<file path="config.mk">
export PLATFORM = sky130hd
export DESIGN_NAME = cp0_top
export DESIGN_NICKNAME = d
export VERILOG_FILES = /design/src/cp0_pkg.sv /design/src/cp0_wr_if.sv /design/src/cp0_ctrl.sv /design/src/cp0_exc_regs.sv /design/src/cp0_timer.sv /design/src/cp0_top.sv
export SDC_FILE = /design/constraint.sdc
export NUM_CORES = 1
export LEC_CHECK = 0
export BUFFER_PORTS_ARGS = -buffer_cell sky130_fd_sc_hd__buf_2
export CAP_MARGIN = 20
export CORE_ASPECT_RATIO = 0.6
export CORE_MARGIN = 2
export CORE_UTILIZATION = 40
export CTS_CLUSTER_DIAMETER = 120
export DETAILED_ROUTE_END_ITERATION = 16
export PLACE_DENSITY_LB_ADDON = 0.15
export SETUP_SLACK_MARGIN = 0.2
export SLEW_MARGIN = 20
export SYNTH_ARGS = -nofsm -noshare
export SYNTH_HDL_FRONTEND = slang
export SYNTH_SLANG_ARGS = --single-unit
</file>
<file path="constraint.sdc">
create_clock -name clk -period 4.43 [get_ports clk]
set_input_delay 0.886 -clock clk [delete_from_list [all_inputs] [get_ports clk]]
set_output_delay 0.886 -clock clk [all_outputs]
set_load 0.03 [all_outputs]
</file>
<file path="src/cp0_pkg.sv">
package cp0_pkg;

    typedef logic [31:0] word_t;

    // register indices, select field ignored
    localparam logic [4:0] idx_badvaddr = 5'd8;
    localparam logic [4:0] idx_count    = 5'd9;
    localparam logic [4:0] idx_compare  = 5'd11;
    localparam logic [4:0] idx_status   = 5'd12;
    localparam logic [4:0] idx_cause    = 5'd13;
    localparam logic [4:0] idx_epc      = 5'd14;

    // exception codes as found in Cause.ExcCode
    localparam logic [4:0] exc_int  = 5'h00;
    localparam logic [4:0] exc_adel = 5'h04;
    localparam logic [4:0] exc_ades = 5'h05;
    localparam logic [4:0] exc_sys  = 5'h08;
    localparam logic [4:0] exc_bp   = 5'h09;
    localparam logic [4:0] exc_ri   = 5'h0a;
    localparam logic [4:0] exc_ov   = 5'h0c;

    // stored status fields
    typedef struct packed {
        logic [7:0] im;
        logic       exl;
        logic       ie;
    } status_t;

    // stored cause fields, IP7..2 hardware, IP1..0 software
    typedef struct packed {
        logic       bd;
        logic [7:0] ip;
        logic [4:0] exc_code;
    } cause_t;

    // software write word seen as a Status write
    typedef struct packed {
        logic [15:0] rsvd_hi;
        logic [7:0]  im;
        logic [5:0]  rsvd_lo;
        logic        exl;
        logic        ie;
    } status_view_t;

    // software write word seen as a Cause write
    typedef struct packed {
        logic [21:0] rsvd_hi;
        logic [1:0]  sw_ip;
        logic [7:0]  rsvd_lo;
    } cause_view_t;

    typedef union packed {
        status_view_t st;
        cause_view_t  ca;
    } cp0_wdata_u;

    localparam status_t status_reset = '{im: 8'h00, exl: 1'b0, ie: 1'b1};

endpackage

</file>
<file path="src/cp0_wr_if.sv">
`timescale 1ns/100ps

interface cp0_wr_if;
    import cp0_pkg::*;

    // payload
    cp0_wdata_u  wdata;
    word_t       exc_pc;
    word_t       bad_addr;
    logic [4:0]  exc_code;
    logic        bd;

    // one-cycle strobes, at most one group active
    logic we_count;
    logic we_compare;
    logic we_status;
    logic we_cause;
    logic we_epc;
    logic exc_take;
    logic exc_badaddr;
    logic eret_take;

    modport ctrl (
        output wdata, exc_pc, bad_addr, exc_code, bd,
        output we_count, we_compare, we_status, we_cause, we_epc,
        output exc_take, exc_badaddr, eret_take
    );

    modport regs (
        input wdata, exc_pc, bad_addr, exc_code, bd,
        input we_count, we_compare, we_status, we_cause, we_epc,
        input exc_take, exc_badaddr, eret_take
    );

endinterface
</file>
<file path="src/cp0_ctrl.sv">
`timescale 1ns/100ps

module cp0_ctrl (
    input  logic              clk,
    input  logic              resetn,
    input  logic [4:0]        idx,
    input  cp0_pkg::word_t    wdata,
    input  logic              wr,
    input  logic              exception,
    input  logic              bad_addr_valid,
    input  cp0_pkg::word_t    bad_addr,
    input  cp0_pkg::word_t    exc_pc,
    input  logic              in_delay_slot,
    input  logic [4:0]        exc_code,
    input  logic              eret,
    input  cp0_pkg::word_t    count,
    input  cp0_pkg::word_t    compare,
    input  cp0_pkg::status_t  status,
    input  cp0_pkg::cause_t   cause,
    input  cp0_pkg::word_t    epc_val,
    input  cp0_pkg::word_t    badvaddr,
    output cp0_pkg::word_t    rdata,
    cp0_wr_if.ctrl            wr_port
);
    import cp0_pkg::*;

    logic  sw_write;
    logic  compare_armed;
    word_t status_word;
    word_t cause_word;

    // eret beats exception beats software write
    assign wr_port.eret_take   = eret;
    assign wr_port.exc_take    = exception & ~eret;
    assign sw_write            = wr & ~eret & ~exception;
    assign wr_port.exc_badaddr = wr_port.exc_take & bad_addr_valid;

    // index decode, BadVAddr and unused indices are read only
    assign wr_port.we_count   = sw_write & (idx == idx_count);
    assign wr_port.we_compare = sw_write & (idx == idx_compare);
    assign wr_port.we_status  = sw_write & (idx == idx_status);
    assign wr_port.we_cause   = sw_write & (idx == idx_cause);
    assign wr_port.we_epc     = sw_write & (idx == idx_epc);

    assign wr_port.wdata    = wdata;
    assign wr_port.bad_addr = bad_addr;
    assign wr_port.exc_code = exc_code;

    // return to the branch when the fault sits in its delay slot
    assign wr_port.exc_pc = in_delay_slot ? exc_pc - 32'd4 : exc_pc;
    assign wr_port.bd     = in_delay_slot;

    // set once by the first Compare write after reset
    always_ff @(posedge clk) begin
        if (!resetn) begin
            compare_armed <= 1'b0;
        end else if (wr_port.we_compare) begin
            compare_armed <= 1'b1;
        end
    end

    // BEV stays at 1
    assign status_word = {
        9'b0, 1'b1, 6'b0, status.im, 6'b0, status.exl, status.ie
    };

    assign cause_word = {
        cause.bd, 15'b0, cause.ip, 1'b0, cause.exc_code, 2'b0
    };

    always_comb begin
        case (idx)
            idx_badvaddr: begin
                rdata = badvaddr;
            end
            idx_count: begin
                rdata = count;
            end
            idx_compare: begin
                // unprogrammed compare reads as zero
                rdata = compare_armed ? compare : '0;
            end
            idx_status: begin
                rdata = status_word;
            end
            idx_cause: begin
                rdata = cause_word;
            end
            idx_epc: begin
                rdata = epc_val;
            end
            default: begin
                rdata = '0;
            end
        endcase
    end

endmodule

</file>
<file path="src/cp0_exc_regs.sv">
`timescale 1ns/100ps

module cp0_exc_regs (
    input  logic             clk,
    input  logic             resetn,
    input  logic [5:0]       ext_int,
    input  logic             timer_pending,
    output cp0_pkg::status_t status,
    output cp0_pkg::cause_t  cause,
    output cp0_pkg::word_t   epc,
    output cp0_pkg::word_t   badvaddr,
    output logic             interrupt,
    cp0_wr_if.regs           wr_port
);
    import cp0_pkg::*;

    logic [5:0] hw_ip;
    logic [7:0] pending;
    logic [1:0] sw_ip_next;
    logic       first_exc;

    // timer shares IP7 with the top external line
    assign hw_ip = {ext_int[5] | timer_pending, ext_int[4:0]};

    assign pending   = {hw_ip, cause.ip[1:0]} & status.im;
    assign interrupt = (|pending) & status.ie & ~status.exl;

    assign sw_ip_next = wr_port.we_cause ? wr_port.wdata.ca.sw_ip : cause.ip[1:0];

    // nested exceptions keep EPC, BD and EXL
    assign first_exc = wr_port.exc_take & ~status.exl;

    always_ff @(posedge clk) begin
        if (!resetn) begin
            status <= status_reset;
        end else if (wr_port.eret_take) begin
            status.exl <= 1'b0;
        end else if (wr_port.exc_take) begin
            status.exl <= 1'b1;
        end else if (wr_port.we_status) begin
            status.im  <= wr_port.wdata.st.im;
            status.exl <= wr_port.wdata.st.exl;
            status.ie  <= wr_port.wdata.st.ie;
        end
    end

    always_ff @(posedge clk) begin
        if (!resetn) begin
            cause <= '0;
        end else begin
            // hardware bits follow the masked lines every cycle
            cause.ip <= {pending[7:2], sw_ip_next};
            if (wr_port.exc_take) begin
                cause.exc_code <= wr_port.exc_code;
            end
            if (first_exc) begin
                cause.bd <= wr_port.bd;
            end
        end
    end

    always_ff @(posedge clk) begin
        if (!resetn) begin
            epc <= '0;
        end else if (first_exc) begin
            epc <= wr_port.exc_pc;
        end else if (wr_port.we_epc) begin
            epc <= wr_port.wdata;
        end
    end

    // software cannot write BadVAddr
    always_ff @(posedge clk) begin
        if (!resetn) begin
            badvaddr <= '0;
        end else if (wr_port.exc_take && wr_port.exc_badaddr) begin
            badvaddr <= wr_port.bad_addr;
        end
    end

endmodule

</file>
<file path="src/cp0_timer.sv">
`timescale 1ns/100ps

module cp0_timer #(
    parameter int count_div_log2 = 1
) (
    input  logic           clk,
    input  logic           resetn,
    output cp0_pkg::word_t count,
    output cp0_pkg::word_t compare,
    output logic           timer_pending,
    cp0_wr_if.regs         wr_port
);

    logic [count_div_log2-1:0] div_cnt;
    logic                      tick;
    logic                      armed;
    logic                      count_match;
    logic                      new_match;

    // free running, count writes leave it alone
    always_ff @(posedge clk) begin
        if (!resetn) begin
            div_cnt <= '0;
        end else begin
            div_cnt <= div_cnt + 1'b1;
        end
    end

    assign tick = &div_cnt;

    always_ff @(posedge clk) begin
        if (!resetn) begin
            count <= '0;
        end else if (wr_port.we_count) begin
            count <= wr_port.wdata;
        end else if (tick) begin
            count <= count + 32'd1;
        end
    end

    assign count_match = armed & (count == compare);
    assign new_match   = (count == wr_port.wdata);

    // writing compare acks the pending interrupt
    always_ff @(posedge clk) begin
        if (!resetn) begin
            compare       <= '0;
            armed         <= 1'b0;
            timer_pending <= 1'b0;
        end else if (wr_port.we_compare) begin
            compare       <= wr_port.wdata;
            armed         <= 1'b1;
            timer_pending <= new_match;
        end else if (count_match) begin
            timer_pending <= 1'b1;
        end
    end

endmodule

</file>
<file path="src/cp0_top.sv">
`timescale 1ns/100ps

module cp0_top #(
    parameter int count_div_log2 = 1
) (
    input  logic           clk,
    input  logic           resetn,
    input  logic [4:0]     idx,
    input  cp0_pkg::word_t wdata,
    input  logic           wr,
    input  logic           exception,
    input  logic           bad_addr_valid,
    input  cp0_pkg::word_t bad_addr,
    input  cp0_pkg::word_t exc_pc,
    input  logic           in_delay_slot,
    input  logic [4:0]     exc_code,
    input  logic           eret,
    input  logic [5:0]     ext_int,
    output cp0_pkg::word_t rdata,
    output cp0_pkg::word_t epc,
    output logic           interrupt
);
    import cp0_pkg::*;

    word_t   count;
    word_t   compare;
    word_t   badvaddr;
    logic    timer_pending;
    status_t status;
    cause_t  cause;

    cp0_wr_if wr_bus ();

    cp0_ctrl cp0_ctrl_i (
        .clk            (clk),
        .resetn         (resetn),
        .idx            (idx),
        .wdata          (wdata),
        .wr             (wr),
        .exception      (exception),
        .bad_addr_valid (bad_addr_valid),
        .bad_addr       (bad_addr),
        .exc_pc         (exc_pc),
        .in_delay_slot  (in_delay_slot),
        .exc_code       (exc_code),
        .eret           (eret),
        .count          (count),
        .compare        (compare),
        .status         (status),
        .cause          (cause),
        .epc_val        (epc),
        .badvaddr       (badvaddr),
        .rdata          (rdata),
        .wr_port        (wr_bus.ctrl)
    );

    cp0_timer #(
        .count_div_log2 (count_div_log2)
    ) cp0_timer_i (
        .clk           (clk),
        .resetn        (resetn),
        .count         (count),
        .compare       (compare),
        .timer_pending (timer_pending),
        .wr_port       (wr_bus.regs)
    );

    cp0_exc_regs cp0_exc_regs_i (
        .clk           (clk),
        .resetn        (resetn),
        .ext_int       (ext_int),
        .timer_pending (timer_pending),
        .status        (status),
        .cause         (cause),
        .epc           (epc),
        .badvaddr      (badvaddr),
        .interrupt     (interrupt),
        .wr_port       (wr_bus.regs)
    );

endmodule

</file>
-- Word level (Yosys, flattened, before mapping)
Index checks and enable logic that the tools add are counted.
- reduce and logical (&&, ||, !) cells: 8
- mux-type cells: 11
- eq/ne operators: 8
- bitwise operators: 20
- $add $sub $neg: 3
- operator list (operator ; number):
    2-to-1 mux 32 bit ; 6
    one-hot mux 32 bit (6 select lines) ; 1
    equality test 32 bit ; 2
    adder 32 x 1 -> 32 bit, second input constant ; 1
    subtractor 32 x 3 -> 32 bit, second input constant ; 1
    equality test 5 x 4 -> 1 bit, second input constant ; 6
    AND 1 bit ; 13
    AND 8 bit ; 1
    nonzero test 2 bit ; 4
    OR reduction 8 bit ; 1
    inverter 1 bit ; 5
    2-to-1 mux 1 bit ; 3
    AND reduction 3 bit ; 1
    2-to-1 mux 2 bit ; 1
    OR reduction 2 bit ; 1
    adder 1 bit, second input constant ; 1
    logical AND 1 bit ; 1
    bitwise OR 1 bit ; 1
- flip-flop bits (word level): 155
- input port bits: 119
- output and inout bits: 65
- word-level logic and storage cells: 64

-- Longest topological paths before layout
- depth after elaboration: 6
- mapped depth: 8
- gate-level depth less buffers: 6

-- Hierarchy
A second synthesis with hierarchy kept.
- cells, all modules: 1088
- area total of the unflattened synthesis: 9567.9 um2
- modules (own cells, without submodules) (module ; seq. area each (um2) ; instances ; cells an instance ; area an instance (um2)):
    cp0_timer ; 1341.3 ; 1 ; 419 ; 3812.4
    cp0_exc_regs ; 1761.7 ; 1 ; 362 ; 3572.2
    cp0_ctrl ; 20.0 ; 1 ; 307 ; 2183.3

-- Worst setup path before layout
OpenSTA, ideal clock, no wires.
- path kind: input-to-output
- start point: input idx[0]
- end point: output rdata[15]
- data required time: 3.544 ns
- slack: 1.333 ns
- arrival: 2.211 ns
- cell stages on the path: 7
- buffers on the path: 3
- cell sequence: buf_2 -> and3b_1 -> and3_1 -> clkbuf_1 -> clkbuf_1 -> a222oi_1 -> nand2_1
- longest elaborated chain between the ends: 2
- elaborated cells between the ends (all ways): 7
- those cells by class: eq/ne: 6; mux: 1
- ends and longest elaborated chain (what ; RTL line ; RTL):
    start, declared ; cp0_top.sv:8 ; input logic [4:0] idx,
    equality test 5 x 4 -> 1 bit ; cp0_ctrl.sv:72 ; case (idx)
    one-hot mux 32 bit (6 select lines) * ; cp0_ctrl.sv:72 ;
    end, declared ; cp0_top.sv:19 ; output cp0_pkg::word_t rdata,
Mark *: on every way between the ends. The rest lies on a longest branch, timed or not.

-- Worst setup path in the final report
- start point: input idx[1]
- end point: output rdata[24]
Same word-level chain as after synthesis.

==> results summary <==
In this run, distinct cell masters in the synthesized netlist total between 50 and 60. Dividing total power by cell area gives a power density of 340.9 nW/um^2. The clock-pin slew on the worst setup and hold paths came out at roughly 0.070 ns.

Detailed placement finished with a half-perimeter wire length of 24400 um. The worst clock skew is approximately 0.0095 ns. The critical path is of the input port to output pin type.

Across every metal layer, demand over resource in global routing totals 0.2957. 184 I/O pins were placed. From left edge to right edge, the die measures between 150 and 200 um. The number of fillers in the final layout came out at a little over 2k.

The region available for standard cell placement spans between 20000 and 25000 um^2. In the final layout, the share of cells above drive strength 1 is 0.2281. TritonCTS built the clock tree.

The combined area of the multi-input logic cells is 4957 um^2. The number of optimization iterations in the first detailed-route pass came out at 9. The total number of yosys warnings is 0. The setup TNS came out at 0 ns. The final count of negative-setup-slack endpoints is 0. The mean instance size in the synthesized netlist came out at 8.029 um^2. The slack of the worst reg-to-reg path came out at roughly 2 ns.

The final net count is approximately 1.3k. The vertical die dimension is between 100 and 150 um. The later-pin clock latency in the skew report is approximately 0.44 ns.

The required time of the critical path is between 3 and 4 ns. After floorplanning, the core was divided into roughly 40 placement rows. The hold path startpoint is cp0_exc_regs_i.badvaddr[22]. Along the worst path, the maximum fanout reaches 18. The sequential cells in the finished layout cover a total of ~3100 um^2. After synthesis, the share of flip-flops with an asynchronous set or reset is 0. The clock root buffer is clkbuf_16. The post-synthesis instance total came out at ~1.1k. The count of port buffers added during placement is approximately 180. The synthesized design contains 155 register bits. Setup repair after global routing left no endpoint under its margin. The initial utilization of the core area, before any placement, comes to 0.4051. STA classifies the critical path startpoint as an input port. The die covers about 22000 um^2. The class of the tightest hold or removal check is flop to flop.

In the synthesized netlist the dominant register cell turns out to be dfxtp_1. TritonCTS created 17 clock buffers. The overall overflow remaining after global route is 0.

Measured in cells, the most critical reg-to-reg path has a length of 5. The leakage power figure came out at 3.888 nW. The slew at the pin with the worst max-slew slack is between 0.7 and 0.8 ns. The hold violation count in the final report came out at 0. The clock drives approximately 160 sinks. The launch point of the worst reg-to-reg path is cp0_timer_i.count[8]. The initial antenna violation count was 0. For the worst setup path, the data arrival time is 2.87 ns. Hold repair after CTS inserted 0 buffers. The number of slew-limit violations in the final report came out at 0. The total vias in the final route is between 8k and 9k. The wire length of the first global-routing pass came out at around 48000 um.

The maximum clock path buffer count is 2. The H-tree was split into 4 levels. The congestion estimate from routability-driven global placement came to 0.9669.

From synthesis to final layout, the design area changed by 19.87%. The final worst hold slack is 0.4597 ns. Entering global routing, the biggest net connects 65 pins. The endpoint kind of the worst setup timing path is an output pin.

In this run, post-CTS repair resized a total of 0 instances. The total nets after synthesis is about 1.2k. 0 antenna diodes ended up in the layout. The worst pin sits at a relative slew slack of 0.4682. The number of design rule violations left after detail routing came out at 0. The highest attainable clock frequency is around 270 MHz. The number of nets with antenna violations after routing came out at 0. VDD sags by at most around 240 uV.

The number of vias per cell after detailed routing came out at ~5.8. Post-CTS timing repair inserted 0 buffers for setup. In this run the critical register-to-register path is captured at cp0_timer_i.count[31]. The total routed wirelength came out at between 30000 and 40000 um. The mean routed wirelength per cell is approximately 22 um.

Of the synthesized area, sequential elements account for 0.3677. The post-synthesis cell area came out at 8438 um^2. The number of enable-type register cells in the synthesized netlist is 0. The run finished with clean final reports. The number of global-route vias before repair came out at approximately 7.7k.

The instance count along the most critical hold path came out at 2. Of the available clock period, the critical path in the final layout requires 0.8470. For hold timing, the worst endpoint is cp0_exc_regs_i.badvaddr[22]. The DRC marker count from the first detailed-route iteration came out at 1223. The number of max-capacitance violations reported came out at 0.

The routed design could run at a clock period as short as ~3.8 ns.
## cell families (layout without fill, tap and decap cells)
group                      after synthesis  count (layout)  share of synthesized area
AOI/OAI and AO/OA                      229             229                     0.1730
xor gates and xnor gates               116             116                     0.1204
adders and majority gates                2               2                   0.002965
buffers and inverters                  103             240                    0.04864
DFF                                    155             155                     0.3677
muxes                                   52              52                    0.06524
and+or+nand+nor                        394             394                     0.2220
## cells in the final DEF, fill, tap and decap left out, types with 4 or more instances in the layout
master and n:
clkbuf_16 17, a21oi_1 102, and3_1 13, nor2_1 62
or4_1 6, inv_1 6, a222oi_1 38, mux2_2 24
xor2_1 33, xnor2_1 83, a22oi_1 8, and4_1 7
dfxtp_1 155, o21ai_0 41, or3_1 7, nand2_1 197
nor4_1 15, buf_4 18, nand3_1 18, a211oi_1 27
nor3_1 15, a311oi_1 4, mux2i_1 28, nand4_1 27
buf_2 183, inv_6 8
## synth_stat cells, types with 2 or more instances
master      n  share of area
buf_1       3         0.0013
a211oi_1   27          0.024
or3_1       7         0.0052
or4_1       6         0.0053
nand2_1   198          0.088
mux2_2     24          0.032
a31oi_1     3         0.0022
a311oi_1    4         0.0042
mux2i_1    28          0.033
nand2b_1    2         0.0015
o21ai_0    41          0.024
and4_1      7         0.0073
xnor2_1    83          0.086
xor2_1     33          0.034
nand4b_1    2         0.0021
and3_1     13         0.0096
dfxtp_1   155           0.37
buf_2       9         0.0053
ha_1        2         0.0030
a222oi_1   38          0.045
nand4_1    27          0.020
clkbuf_1   80          0.036
nor2_1     62          0.028
nor3_1     16         0.0095
a22oi_1     8         0.0071
a21oi_1   102          0.060
o31ai_1     3         0.0027
nor3b_1     2         0.0018
nor4_1     16          0.012
buf_4       3         0.0027
inv_1       7         0.0031
nand3_1    18          0.011
nor4_2      3         0.0044
## flip-flops by register name, indices dropped and copies added (netlist names)
signal                     flops
cp0_exc_regs_i.epc            32
cp0_exc_regs_i.status         10
cp0_exc_regs_i.cause          14
cp0_exc_regs_i.badvaddr       32
cp0_timer_i.armed              1
cp0_timer_i.timer_pending      1
cp0_timer_i.compare           32
cp0_timer_i.div_cnt            1
cp0_timer_i.count             32
## how the worst max path moves through the flow
| stage | from | to | slack (ns) | depth (start not counted) |
|---|---|---|---|---|
| floorplan | idx[0] | rdata[15] | 1.33 | 7 |
| global placement | idx[1] | rdata[24] | 0.82 | 8 |
| detailed placement | idx[1] | rdata[24] | 0.78 | 8 |
| CTS | idx[1] | rdata[24] | 0.78 | 8 |
| global route | idx[1] | rdata[24] | 0.62 | 8 |
| finish | idx[1] | rdata[24] | 0.68 | 8 |
## where the power goes
group	switching [mW]	internal [mW]	total, mW	leakage (nW)
Combinational	0.243	0.131	0.374	2.32
Sequential	0.0493	1.43	1.48	1.26
Clock	0.684	0.910	1.59	0.309
Total	0.977	2.47	3.45	3.89
## metrics by stage
stage | utilization | area (um^2) | instances | setup WS (ns) | power [mW]
after floorplan | - | 8438 | 1051 | 1.333 | 1.682
after global placement | 0.4553 | 9483 | 1435 | 0.8173 | 1.873
after detailed placement | 0.4553 | 9483 | 1435 | 0.7771 | 1.874
after CTS | 0.4854 | 10110 | 1467 | 0.7783 | 3.443
after global routing | 0.4856 | 10110 | 1467 | 0.6223 | 3.547
final | 0.4856 | 10110 | 1467 | 0.6776 | 3.448
## cell type report
class                      instances  area share
inverter                           7    0.002721
sequential                       155      0.3068
clock inverter                    15     0.01992
multi-input combinational        793      0.4901
timing repair buffer             201      0.1039
tap                              279     0.03451
clock buffer                      17     0.04206
## per-layer routing
metal,vias to the layer above,GRT usage,wire length (um)
met5,-,0,0
met4,0,0.06205,353
met3,32,0.08744,4079
met2,472,0.3747,12380
met1,4053,0.4733,16000
li1,3998,-,-
## critical path: stages
cell     delay, ns
buf_2         0.14
nor2b_1       0.33
and3_1        0.74
buf_4         0.23
buf_4         0.18
nand2_1       0.08
nand2_1       0.07
buf_2         0.20
Note: power is estimated with default switching activity, not from simulation.
